`config.mk`:
```
export PLATFORM = sky130hd
export DESIGN_NAME = core_ctrl
export DESIGN_NICKNAME = d
export VERILOG_FILES = /design/src/ctrl_pkg.sv /design/src/hazard_pkg.sv /design/src/ctrl_fsm.sv /design/src/hazard_unit.sv /design/src/fwd_unit.sv /design/src/core_ctrl.sv
export SDC_FILE = /design/constraint.sdc
export NUM_CORES = 1
export LEC_CHECK = 0
export BUFFER_PORTS_ARGS = -buffer_cell sky130_fd_sc_hd__buf_2
export CORE_MARGIN = 2
export CORE_UTILIZATION = 32
export DETAILED_ROUTE_END_ITERATION = 10
export GPL_TIMING_DRIVEN = 0
export HOLD_SLACK_MARGIN = 0.08
export PLACE_DENSITY = 0.74
export SLEW_MARGIN = 25
export SYNTH_ARGS = -nofsm -noshare
export SYNTH_HDL_FRONTEND = slang
export SYNTH_SLANG_ARGS = --single-unit
```
`constraint.sdc`:
```
create_clock -name clk -period 1.9 [get_ports clk]
set_clock_uncertainty 0.05 [all_clocks]
set_input_delay 0.475 -clock clk [delete_from_list [all_inputs] [get_ports clk]]
set_output_delay 0.475 -clock clk [all_outputs]
set_load 0.005 [all_outputs]
```
`src/ctrl_pkg.sv`:
```
// encodings and strobe bundle shared by the core control FSM
// referenced with ctrl_pkg:: scoped names from the FSM, the top level and the testbench
package ctrl_pkg;

  // fetch-stage PC source select
  typedef enum logic [2:0] {
    PC_BOOT      = 3'd0,
    PC_JUMP      = 3'd2,
    PC_BRANCH    = 3'd3,
    PC_ERET      = 3'd4,
    PC_EXCEPTION = 3'd5
  } pc_mux_e;

  // jump class of the instruction sitting in decode
  typedef enum logic [1:0] {
    BRANCH_NONE = 2'd0,
    BRANCH_JAL  = 2'd1,
    BRANCH_JALR = 2'd2,
    BRANCH_COND = 2'd3
  } jump_kind_e;

  // control FSM states
  typedef enum logic [2:0] {
    RESET       = 3'd0,
    BOOT_SET    = 3'd1,
    SLEEP       = 3'd2,
    FIRST_FETCH = 3'd3,
    DECODE      = 3'd4,
    FLUSH_EX    = 3'd5,
    FLUSH_WB    = 3'd6
  } ctrl_state_e;

  // exception controller strobes, single-cycle pulses
  typedef struct packed {
    logic ack;
    logic irq_ack;
    logic save_if;
    logic save_id;
    logic restore_mret;
    logic restore_uret;
  } exc_ctrl_t;

endpackage

```
`src/hazard_pkg.sv`:
```
// types for stall detection and operand forwarding in the ID stage
// referenced with hazard_pkg:: scoped names by the hazard and forwarding units
package hazard_pkg;

  // operand source seen by the ID stage operand muxes
  typedef enum logic [1:0] {
    SEL_REGFILE = 2'd0,
    SEL_FW_EX   = 2'd1,
    SEL_FW_WB   = 2'd2
  } fwd_src_e;

  // destination register of a stage equals a source register in ID
  typedef struct packed {
    logic ex_a;
    logic ex_b;
    logic ex_c;
    logic wb_a;
    logic wb_b;
    logic wb_c;
    logic alu_a;
    logic alu_b;
    logic alu_c;
  } reg_match_t;

  // register file write enables of the later stages
  typedef struct packed {
    logic we_ex;
    logic we_wb;
    logic alu_we_fw;
  } wr_en_t;

  // stall causes
  typedef struct packed {
    logic load;
    logic jr;
    logic csr;
    logic misaligned;
  } stall_t;

  // forwarding mux selects for operands a, b and c
  typedef struct packed {
    fwd_src_e a;
    fwd_src_e b;
    fwd_src_e c;
  } fwd_sel_t;

endpackage

```
`src/ctrl_fsm.sv`:
```
// main control FSM: boot, sleep, decode, pipeline flush and exception entry
// drives fetch requests, PC redirection, halts and exception strobes
`timescale 1ns/1ps

module ctrl_fsm (
  input  logic                   clk,
  input  logic                   rst_n,
  input  logic                   fetch_enable_i,
  input  logic                   instr_valid_i,
  input  logic                   id_ready_i,
  input  logic                   ex_valid_i,
  input  logic                   branch_taken_ex_i,
  input  ctrl_pkg::jump_kind_e   jump_in_dec_i,
  input  logic                   mret_insn_i,
  input  logic                   uret_insn_i,
  input  logic                   pipe_flush_i,
  input  logic                   int_req_i,
  input  logic                   ext_req_i,
  input  logic                   jr_stall_i,
  output logic                   ctrl_busy_o,
  output logic                   is_decoding_o,
  output logic                   instr_req_o,
  output logic                   pc_set_o,
  output ctrl_pkg::pc_mux_e      pc_mux_o,
  output ctrl_pkg::exc_ctrl_t    exc_o,
  output logic                   enable_exceptions_o,
  output logic                   halt_if_o,
  output logic                   halt_id_o
);

  ctrl_pkg::ctrl_state_e state_q, state_d;

  // one-shot guard so a jump sets the PC once while ID is stalled
  logic jump_done_q, jump_done_d;
  logic exc_req;
  logic uncond_jump;

  assign exc_req     = int_req_i | ext_req_i;
  assign uncond_jump = (jump_in_dec_i == ctrl_pkg::BRANCH_JAL) ||
                       (jump_in_dec_i == ctrl_pkg::BRANCH_JALR);

  ////////////////////////////////////////////////////////////////////////////
  // next state and outputs
  ////////////////////////////////////////////////////////////////////////////
  always_comb begin
    // defaults, busy and fetching
    state_d             = state_q;
    jump_done_d         = jump_done_q;
    ctrl_busy_o         = 1'b1;
    instr_req_o         = 1'b1;
    is_decoding_o       = 1'b0;
    pc_set_o            = 1'b0;
    pc_mux_o            = ctrl_pkg::PC_BOOT;
    exc_o               = '0;
    enable_exceptions_o = 1'b0;
    halt_if_o           = 1'b0;
    halt_id_o           = 1'b0;

    case (state_q)
      // idle after reset until fetch is enabled
      ctrl_pkg::RESET: begin
        ctrl_busy_o = 1'b0;
        instr_req_o = 1'b0;
        if (fetch_enable_i) begin
          state_d = ctrl_pkg::BOOT_SET;
        end
      end

      // load the boot address into the fetch PC, one cycle
      ctrl_pkg::BOOT_SET: begin
        pc_mux_o = ctrl_pkg::PC_BOOT;
        pc_set_o = 1'b1;
        state_d  = ctrl_pkg::FIRST_FETCH;
      end

      // core stopped, wake on fetch enable or any request
      ctrl_pkg::SLEEP: begin
        ctrl_busy_o = 1'b0;
        instr_req_o = 1'b0;
        halt_if_o   = 1'b1;
        halt_id_o   = 1'b1;
        if (fetch_enable_i || exc_req) begin
          state_d = ctrl_pkg::FIRST_FETCH;
        end
      end

      // wait for the first instruction to reach ID
      ctrl_pkg::FIRST_FETCH: begin
        if (id_ready_i) begin
          state_d = ctrl_pkg::DECODE;
        end
        // request pending from sleep, enter the handler straight away
        if (exc_req) begin
          pc_mux_o      = ctrl_pkg::PC_EXCEPTION;
          pc_set_o      = 1'b1;
          exc_o.ack     = 1'b1;
          exc_o.irq_ack = ext_req_i;
          exc_o.save_if = 1'b1;
        end
      end

      ctrl_pkg::DECODE: begin
        // only decode when no taken branch sits in EX
        if (instr_valid_i && !branch_taken_ex_i) begin
          is_decoding_o = 1'b1;

          if (ext_req_i) begin
            // external interrupt, drain the pipeline first
            halt_if_o = 1'b1;
            halt_id_o = 1'b1;
            state_d   = ctrl_pkg::FLUSH_EX;
          end else begin
            if (uncond_jump) begin
              // target known in ID, jalr waits for its operand
              pc_mux_o = ctrl_pkg::PC_JUMP;
              if (!jr_stall_i && !jump_done_q) begin
                pc_set_o    = 1'b1;
                jump_done_d = 1'b1;
              end
            end else if (mret_insn_i) begin
              pc_mux_o           = ctrl_pkg::PC_ERET;
              exc_o.restore_mret = 1'b1;
              if (!jump_done_q) begin
                pc_set_o    = 1'b1;
                jump_done_d = 1'b1;
              end
            end else if (uret_insn_i) begin
              pc_mux_o           = ctrl_pkg::PC_ERET;
              exc_o.restore_uret = 1'b1;
              if (!jump_done_q) begin
                pc_set_o    = 1'b1;
                jump_done_d = 1'b1;
              end
            end else if (int_req_i) begin
              // ecall or illegal instruction
              halt_if_o = 1'b1;
              halt_id_o = 1'b1;
              state_d   = ctrl_pkg::FLUSH_EX;
            end

            // wfi, or a return that should go back to sleep
            if (pipe_flush_i || ((mret_insn_i || uret_insn_i) && !fetch_enable_i)) begin
              halt_if_o = 1'b1;
              halt_id_o = 1'b1;
              state_d   = ctrl_pkg::FLUSH_EX;
            end
          end
        end

        // taken branch in EX wins, the ID instruction is dropped
        if (branch_taken_ex_i) begin
          pc_mux_o      = ctrl_pkg::PC_BRANCH;
          pc_set_o      = 1'b1;
          is_decoding_o = 1'b0;
        end
      end

      // hold ID until EX has retired its instruction
      ctrl_pkg::FLUSH_EX: begin
        halt_if_o = 1'b1;
        halt_id_o = 1'b1;
        if (ex_valid_i) begin
          state_d = ctrl_pkg::FLUSH_WB;
        end
      end

      // pipeline empty, enter handler, resume or sleep
      ctrl_pkg::FLUSH_WB: begin
        halt_if_o = 1'b1;
        halt_id_o = 1'b1;
        if (!fetch_enable_i) begin
          state_d = ctrl_pkg::SLEEP;
        end else begin
          state_d             = ctrl_pkg::DECODE;
          // lets int_req_i rise for ecall and illegal instructions
          enable_exceptions_o = 1'b1;
          if (int_req_i) begin
            pc_mux_o      = ctrl_pkg::PC_EXCEPTION;
            pc_set_o      = 1'b1;
            exc_o.ack     = 1'b1;
            exc_o.save_id = 1'b1;
          end else if (ext_req_i) begin
            pc_mux_o      = ctrl_pkg::PC_EXCEPTION;
            pc_set_o      = 1'b1;
            exc_o.ack     = 1'b1;
            exc_o.irq_ack = 1'b1;
            exc_o.save_id = 1'b1;
          end else begin
            halt_if_o = 1'b0;
          end
        end
      end

      default: begin
        instr_req_o = 1'b0;
        state_d     = ctrl_pkg::RESET;
      end
    endcase
  end

  ////////////////////////////////////////////////////////////////////////////
  // state and jump guard registers
  ////////////////////////////////////////////////////////////////////////////
  always_ff @(posedge clk or negedge rst_n) begin
    if (!rst_n) begin
      state_q     <= ctrl_pkg::RESET;
      jump_done_q <= 1'b0;
    end else begin
      state_q     <= state_d;
      // guard drops once ID accepts the next instruction
      jump_done_q <= jump_done_d & ~id_ready_i;
    end
  end

endmodule

```
`src/hazard_unit.sv`:
```
// ID stage stall detection and register write-enable deassert
`timescale 1ns/1ps

module hazard_unit (
  input  logic                    is_decoding_i,
  input  logic                    illegal_insn_i,
  input  logic                    data_req_ex_i,
  input  logic                    data_misaligned_i,
  input  logic                    csr_busy_i,
  input  logic                    csr_access_id_i,
  input  ctrl_pkg::jump_kind_e    jump_in_dec_i,
  input  hazard_pkg::wr_en_t      wr_en_i,
  input  hazard_pkg::reg_match_t  match_i,
  output hazard_pkg::stall_t      stall_o,
  output logic                    deassert_we_o
);

  logic ex_hit_any;
  logic jr_dep;

  // any source register produced by the instruction in EX
  assign ex_hit_any = match_i.ex_a | match_i.ex_b | match_i.ex_c;

  // jalr target register still in flight somewhere downstream
  assign jr_dep = (wr_en_i.we_wb     & match_i.wb_a) |
                  (wr_en_i.we_ex     & match_i.ex_a) |
                  (wr_en_i.alu_we_fw & match_i.alu_a);

  always_comb begin
    stall_o = '0;

    // load-use, loaded value not ready until WB
    stall_o.load = data_req_ex_i & wr_en_i.we_ex & ex_hit_any;

    // CSR being written in EX while ID reads a CSR
    stall_o.csr = csr_busy_i & csr_access_id_i;

    // jump register must come from the register file
    stall_o.jr = (jump_in_dec_i == ctrl_pkg::BRANCH_JALR) & jr_dep;

    // second half of a misaligned access occupies EX
    stall_o.misaligned = data_misaligned_i;
  end

  // no register write for squashed, illegal or stalled instructions
  assign deassert_we_o = ~is_decoding_i | illegal_insn_i |
                         stall_o.load | stall_o.csr | stall_o.jr;

endmodule

```
`src/fwd_unit.sv`:
```
// operand forwarding mux selects for the ID stage operands a, b and c
`timescale 1ns/1ps

module fwd_unit (
  input  hazard_pkg::wr_en_t      wr_en_i,
  input  hazard_pkg::reg_match_t  match_i,
  input  logic                    data_misaligned_i,
  input  logic                    mult_multicycle_i,
  output hazard_pkg::fwd_sel_t    fwd_sel_o
);

  // per-operand priority, newest result wins
  function automatic hazard_pkg::fwd_src_e pick_src(
    input logic wb_hit,
    input logic alu_hit
  );
    hazard_pkg::fwd_src_e src;
    src = hazard_pkg::SEL_REGFILE;
    if (wb_hit) begin
      src = hazard_pkg::SEL_FW_WB;
    end
    if (alu_hit) begin
      src = hazard_pkg::SEL_FW_EX;
    end
    return src;
  endfunction

  always_comb begin
    fwd_sel_o.a = pick_src(wr_en_i.we_wb & match_i.wb_a,
                           wr_en_i.alu_we_fw & match_i.alu_a);
    fwd_sel_o.b = pick_src(wr_en_i.we_wb & match_i.wb_b,
                           wr_en_i.alu_we_fw & match_i.alu_b);
    fwd_sel_o.c = pick_src(wr_en_i.we_wb & match_i.wb_c,
                           wr_en_i.alu_we_fw & match_i.alu_c);

    // misaligned access reuses the address from EX
    if (data_misaligned_i) begin
      fwd_sel_o.a = hazard_pkg::SEL_FW_EX;
      fwd_sel_o.b = hazard_pkg::SEL_REGFILE;
    end else if (mult_multicycle_i) begin
      // multiplier keeps its partial result on operand c
      fwd_sel_o.c = hazard_pkg::SEL_FW_EX;
    end
  end

endmodule

```
`src/core_ctrl.sv`:
```
// core controller top: control FSM, hazard unit and forwarding unit
`timescale 1ns/1ps

module core_ctrl (
  input  logic                    clk,
  input  logic                    rst_n,
  input  logic                    fetch_enable_i,
  input  logic                    instr_valid_i,
  input  logic                    id_ready_i,
  input  logic                    ex_valid_i,
  input  logic                    branch_taken_ex_i,
  input  ctrl_pkg::jump_kind_e    jump_in_dec_i,
  input  logic                    mret_insn_i,
  input  logic                    uret_insn_i,
  input  logic                    pipe_flush_i,
  input  logic                    int_req_i,
  input  logic                    ext_req_i,
  input  logic                    illegal_insn_i,
  input  logic                    data_req_ex_i,
  input  logic                    data_misaligned_i,
  input  logic                    csr_busy_i,
  input  logic                    csr_access_id_i,
  input  logic                    mult_multicycle_i,
  input  hazard_pkg::wr_en_t      wr_en_i,
  input  hazard_pkg::reg_match_t  match_i,
  output logic                    ctrl_busy_o,
  output logic                    is_decoding_o,
  output logic                    instr_req_o,
  output logic                    pc_set_o,
  output ctrl_pkg::pc_mux_e       pc_mux_o,
  output ctrl_pkg::exc_ctrl_t     exc_o,
  output logic                    enable_exceptions_o,
  output logic                    halt_if_o,
  output logic                    halt_id_o,
  output logic                    deassert_we_o,
  output hazard_pkg::stall_t      stall_o,
  output hazard_pkg::fwd_sel_t    fwd_sel_o
);

  ctrl_fsm u_fsm (
    .clk                 (clk),
    .rst_n               (rst_n),
    .fetch_enable_i      (fetch_enable_i),
    .instr_valid_i       (instr_valid_i),
    .id_ready_i          (id_ready_i),
    .ex_valid_i          (ex_valid_i),
    .branch_taken_ex_i   (branch_taken_ex_i),
    .jump_in_dec_i       (jump_in_dec_i),
    .mret_insn_i         (mret_insn_i),
    .uret_insn_i         (uret_insn_i),
    .pipe_flush_i        (pipe_flush_i),
    .int_req_i           (int_req_i),
    .ext_req_i           (ext_req_i),
    // jr stall holds back the jump, no path back into the hazard unit
    .jr_stall_i          (stall_o.jr),
    .ctrl_busy_o         (ctrl_busy_o),
    .is_decoding_o       (is_decoding_o),
    .instr_req_o         (instr_req_o),
    .pc_set_o            (pc_set_o),
    .pc_mux_o            (pc_mux_o),
    .exc_o               (exc_o),
    .enable_exceptions_o (enable_exceptions_o),
    .halt_if_o           (halt_if_o),
    .halt_id_o           (halt_id_o)
  );

  hazard_unit u_hazard (
    .is_decoding_i     (is_decoding_o),
    .illegal_insn_i    (illegal_insn_i),
    .data_req_ex_i     (data_req_ex_i),
    .data_misaligned_i (data_misaligned_i),
    .csr_busy_i        (csr_busy_i),
    .csr_access_id_i   (csr_access_id_i),
    .jump_in_dec_i     (jump_in_dec_i),
    .wr_en_i           (wr_en_i),
    .match_i           (match_i),
    .stall_o           (stall_o),
    .deassert_we_o     (deassert_we_o)
  );

  fwd_unit u_fwd (
    .wr_en_i           (wr_en_i),
    .match_i           (match_i),
    .data_misaligned_i (data_misaligned_i),
    .mult_multicycle_i (mult_multicycle_i),
    .fwd_sel_o         (fwd_sel_o)
  );

endmodule

```
### After elaboration in Yosys (flattened, before gate mapping)

Index checks and enable logic that the tools add are counted.

* reduce and logical (&&, ||, !) cells: 17
* bitwise gates (word level): 23
* mux-type cells: 85
* eq/ne operators: 17

Operators with widths (count)
* two-way mux 3 bit: 23
* two-way mux 1 bit: 41
* two-way mux 2 bit: 14
* case mux 3 bit (7 select lines): 1
* bitwise AND 1 bit: 12
* != test 4 x 3 -> 1 bit (second input constant): 3
* equality test 3 bit (second input constant): 3
* bitwise OR 1 bit: 9
* case mux 3 bit (3 select lines): 1
* AND reduction 9 bit: 1
* equality test 3 x 2 -> 1 bit (second input constant): 2
* != test 2 bit (second input constant): 3
* OR reduction 5 bit: 1
* zero test 1 bit: 4
* logical OR 1 bit: 4
* two-way mux 4 bit: 1
* != test 2 x 1 -> 1 bit (second input constant): 2
* != test 4 bit (second input constant): 1
* case mux 1 bit (4 select lines): 1
* case mux 2 bit (2 select lines): 1
* OR reduction 2 bit: 2
* equality test 3 x 1 -> 1 bit (second input constant): 1
* logical AND 1 bit: 3
* zero test 3 bit: 1
* 6 further kinds: 7

* logic and storage cells: 144
* bits of input ports: 32
* bits in registers: 4
* output and inout bits: 27

### Logic depth before layout (Yosys ltp)

* depth after elaboration: 12
* mapped depth: 6
* depth with buffers taken out: 6

### By module

A second synthesis with hierarchy kept.

* cell total of the unflattened synthesis: 103
* area total of the unflattened synthesis: 679.4 sq um

By module, submodules not included
* ctrl_fsm: instances 1, cells each 82, area an instance 554.3 sq um, sequential area each 100.1 sq um
* fwd_unit: instances 1, cells each 11, area an instance 62.6 sq um, sequential area each 0.0 sq um
* hazard_unit: instances 1, cells each 10, area an instance 62.6 sq um, sequential area each 0.0 sq um

### Worst setup path before layout

OpenSTA, ideal clock, no wires.

* path kind: input -> output
* start: input jump_in_dec_i[0]
* end: output halt_if_o
* data required time: 1375 ps
* stages on the path: 6
* data arrival time: 1404 ps
* slack: -29 ps
* path buffers: 0
* path through: inv_1 ha_1 nand2_1 mux2i_1 o31ai_1 a221oi_2

* longest elaborated chain between the ends: 7
* elaborated cells between the ends (all ways): 8
* classes of those cells: eq/ne: 2; mux: 5; reduce/logical: 1

Ends and longest elaborated chain
* start: declaration: line core_ctrl.sv:12 `input ctrl_pkg::jump_kind_e jump_in_dec_i,`
* equality test 2 x 1 -> 1 bit / equality test 2 bit (equally long branches): line ctrl_fsm.sv:39, ctrl_fsm.sv:40
* logical OR 1 bit *: line ctrl_fsm.sv:39 `assign uncond_jump = (jump_in_dec_i == ctrl_pkg::BRANCH_JAL) ||`
* two-way mux 1 bit *: line ctrl_fsm.sv:113 `if (uncond_jump) begin`
* two-way mux 1 bit *: line ctrl_fsm.sv:142 `if (pipe_flush_i || ((mret_insn_i || uret_insn_i) && !fetch_enable_i)) begin`
* two-way mux 1 bit *: line ctrl_fsm.sv:107 `if (ext_req_i) begin`
* two-way mux 1 bit *: line ctrl_fsm.sv:104 `if (instr_valid_i && !branch_taken_ex_i) begin`
* case mux 1 bit (3 select lines) *: line ctrl_fsm.sv:59 `case (state_q)`
* end: declaration: line core_ctrl.sv:33 `output logic halt_if_o,`

Every way passes the cells marked *; elsewhere a longest branch is shown, timed or not.

### Final worst setup path

* start: register u_fsm.state_q[0]
* end: output pc_set_o

* longest elaborated chain between the ends: 2
* elaborated cells between the ends (all ways): 5
* classes of those cells: eq/ne: 4; mux: 1

Ends and longest elaborated chain
* start: declaration: line ctrl_fsm.sv:31 `ctrl_pkg::ctrl_state_e state_q, state_d;`
* start signal: assignment: line ctrl_fsm.sv:206 `state_q <= ctrl_pkg::RESET;`
* start signal: assignment: line ctrl_fsm.sv:209 `state_q <= state_d;`
* equality test 3 bit (tied with other cells): line ctrl_fsm.sv:59
* case mux 1 bit (4 select lines) *: line ctrl_fsm.sv:59
* end: declaration: line core_ctrl.sv:29 `output logic pc_set_o,`

Marks and branches as above.

==> flow_summary.ini <==
[grt]
grt_use_total = 0.203
grt_pass1_wl_mm = 3.82
overflow = 0
antenna_found_initial = 0
grt_max_degree = 11
grt_pass1_vias = 942

[setup_path]
critical_path.startpoint = u_fsm.state_q[0]
cp.required_ns = 1.37
rr_worst_depth = 6
crit_fanout = 4
reg2reg_from = u_fsm.state_q[0]
start_kind = flop
end_kind = primary output
critPathArrivalTime_ns = 1.71
critical_path_class = reg2out

[layout]
areaGrowthSynthToFinish_pct = 94.4
layout-drive-gt1-share = 0.566
finalNetCount = 208
design_area_sq_um = 1220
antenna_cells = 0

[synthesis]
yosysTopAreaCell = dfrtp_1
ys_ff_latch = 4
synth_top_area_frac = 0.159
synth_cell_type_count = 32
synth-simple-area-share = 0.423
synth.top_cells.by_count = nand2_1 (15), nor2_1 (14), o21ai_0 (11), inv_1 (10), a21oi_1 (6)
synth_area_per_cell_sq_um = 6.56
synth-xor-area-share = 0
async_reset_ff_frac = 1.00
ys.flop_type = dfrtp_1
synth_compound_area_frac = 0.278
synthAdderAreaFrac = 0.0199
syn-num-nets = 129
synth_top_family_by_area = simple AND/OR/NAND/NOR gates
synth_warnings = 0
seq_area_frac_synth = 0.159
synth_area_sq_um = 629
synthMuxAreaShare = 0.0159
synth.most_common_cell = nand2_1
synth_edf_count = 0
synth_top_cells_by_area = dfrtp_1 (16%), nand2_1 (8.9%), o21ai_0 (8.7%), nor2_1 (8.3%), inv_1 (6.0%)
synth_cells = 96

[outcome]
violations = negative setup slack
status = complete, but fails checks

[min_path]
hp-class = in2reg
hold_depth = 2
hp-start = id_ready_i

[clocking]
cts_buffer_depth = 2
numCtsBuffers = 3
path_clk_slew_ns = 0.04
htreeDepth = 1
clock_latency_ns = 0.24
cts.sinks = 4
clock-root-buffer = clkbuf_4
cts_tree = built

[power]
cellLeakagePower_nw = 0.674
ir_drop_v = 0.000701
power.density_nw_per_um2 = 882

[placement]
post_dp_cell_area_sq_um = 966
port_buffers = 58
place_congestion = 0.881
dp_hpwl_mm = 1.71
pre_cts_ws_ns = -0.234

[drt]
wl_met3_um = 235
dr_total_vias = 971
drtIter0Drc = 5
finalWirelength_mm = 2.38
via_per_inst = 4.86
routedWlPerCell_um = 11.9
wl_met1_um = 826
ant_nets = 0
top_layer = met4
drtPass1Iterations = 4
drc_errors = 0
wl_met2_mm = 1.30

[timing]
hold_viol = 0
fin_crit_ns = 2.24
slew_viol_final = 0
tightestPinTransition_ns = 0.356
rsz0062_at_grt = yes
relSlewSlack = 0.761
layout_setup_ws_ns = -0.336
period_share = 1.18
finalSetupViolCount = 11
fmax_mhz = 447

[floorplanning]
ios = 59
dieWidth_um = 48.3
die-area_sq_um = 2340
die_y_um = 48.3
core_area_sq_um = 1900
rows = 16
start_util = 0.331

[job]
max_cap_violations = 0
==> registers in the layout, summed over array words and instances, names as in the netlist <==
name               count
u_fsm.jump_done_q      1
u_fsm.state_q          3
==> final cells by class <==
type	instances	area, sq um
well taps	27	33.8
fillers	188	678
clock buffers	3	22.5
repair buffers	74	463
multi-input cells	77	514
plain buffers	5	52.6
flip-flops and latches	4	100
inverters	10	37.5
==> kinds of logic after synthesis <==
| group | Yosys count |
|---|---|
| buf+inv | 15 |
| simple gates | 48 |
| compound gates | 27 |
| flops | 4 |
| fa+ha+maj | 1 |
| mux | 1 |
==> stage by stage <==
step	total power, W	hold slack (ns)	utilization	setup TNS [ns]	cells
after floorplan	0.000533	0.129	-	0	96
after global placement	0.000773	0.230	0.508	-0.987	181
after detailed placement	0.000778	0.235	0.508	-1.04	181
after CTS	0.00101	0.373	0.609	-2.08	196
after global routing	0.00118	0.377	0.643	-2.97	200
final	0.00108	0.391	0.643	-1.93	200
==> cells in the final DEF, fill, tap and decap left out, drive strengths merged, types with 3 or more instances in the layout <==
master	n
a21oi	6
and3	3
buf	78
clkbuf	3
dfrtp	4
inv	10
nand2	15
nand2b	4
nor2	14
o21ai	11
==> repair_timing <==
action,4_1_cts,5_1_grt
gates resized for setup,24,16
buffers inserted,11,5
hold endpoints to repair,4,0
hold buffers,1,0
pin swaps,14,8
endpoints found under the setup margin,14,17
==> critical path, stage by stage (launching register included) <==
cell and delay, ns:
dfrtp_1 0.37, or3b_4 0.44, nor3b_4 0.22, o211ai_2 0.13
o211ai_1 0.17, buf_2 0.14
==> metal layers <==
layer | vias to the layer above | GRT usage
li1 | 487 | -
met1 | 431 | 0.203
met2 | 51 | 0.407
met3 | 2 | 0.0401
met4 | 0 | 0.0714
met5 | - | 0
==> worst paths after layout <==
kind | endpoint | slack [ns]
worst max-delay path | pc_set_o | -0.34
worst min-delay path | u_fsm.jump_done_q | 0.39
worst max register to register | u_fsm.jump_done_q | 0.21
worst min register to register | u_fsm.jump_done_q | 0.46
max in group asynchronous | u_fsm.state_q[2] | 1.16
min in group asynchronous | u_fsm.state_q[1] | 0.51
==> power breakdown <==
part	internal (W)	total (W)	switching, W
Clock	0.0000710	0.000111	0.0000396
Sequential	0.000118	0.000135	0.0000176
Combinational	0.000414	0.000834	0.000420
No activity file was read; power rests on OpenSTA's default activity.
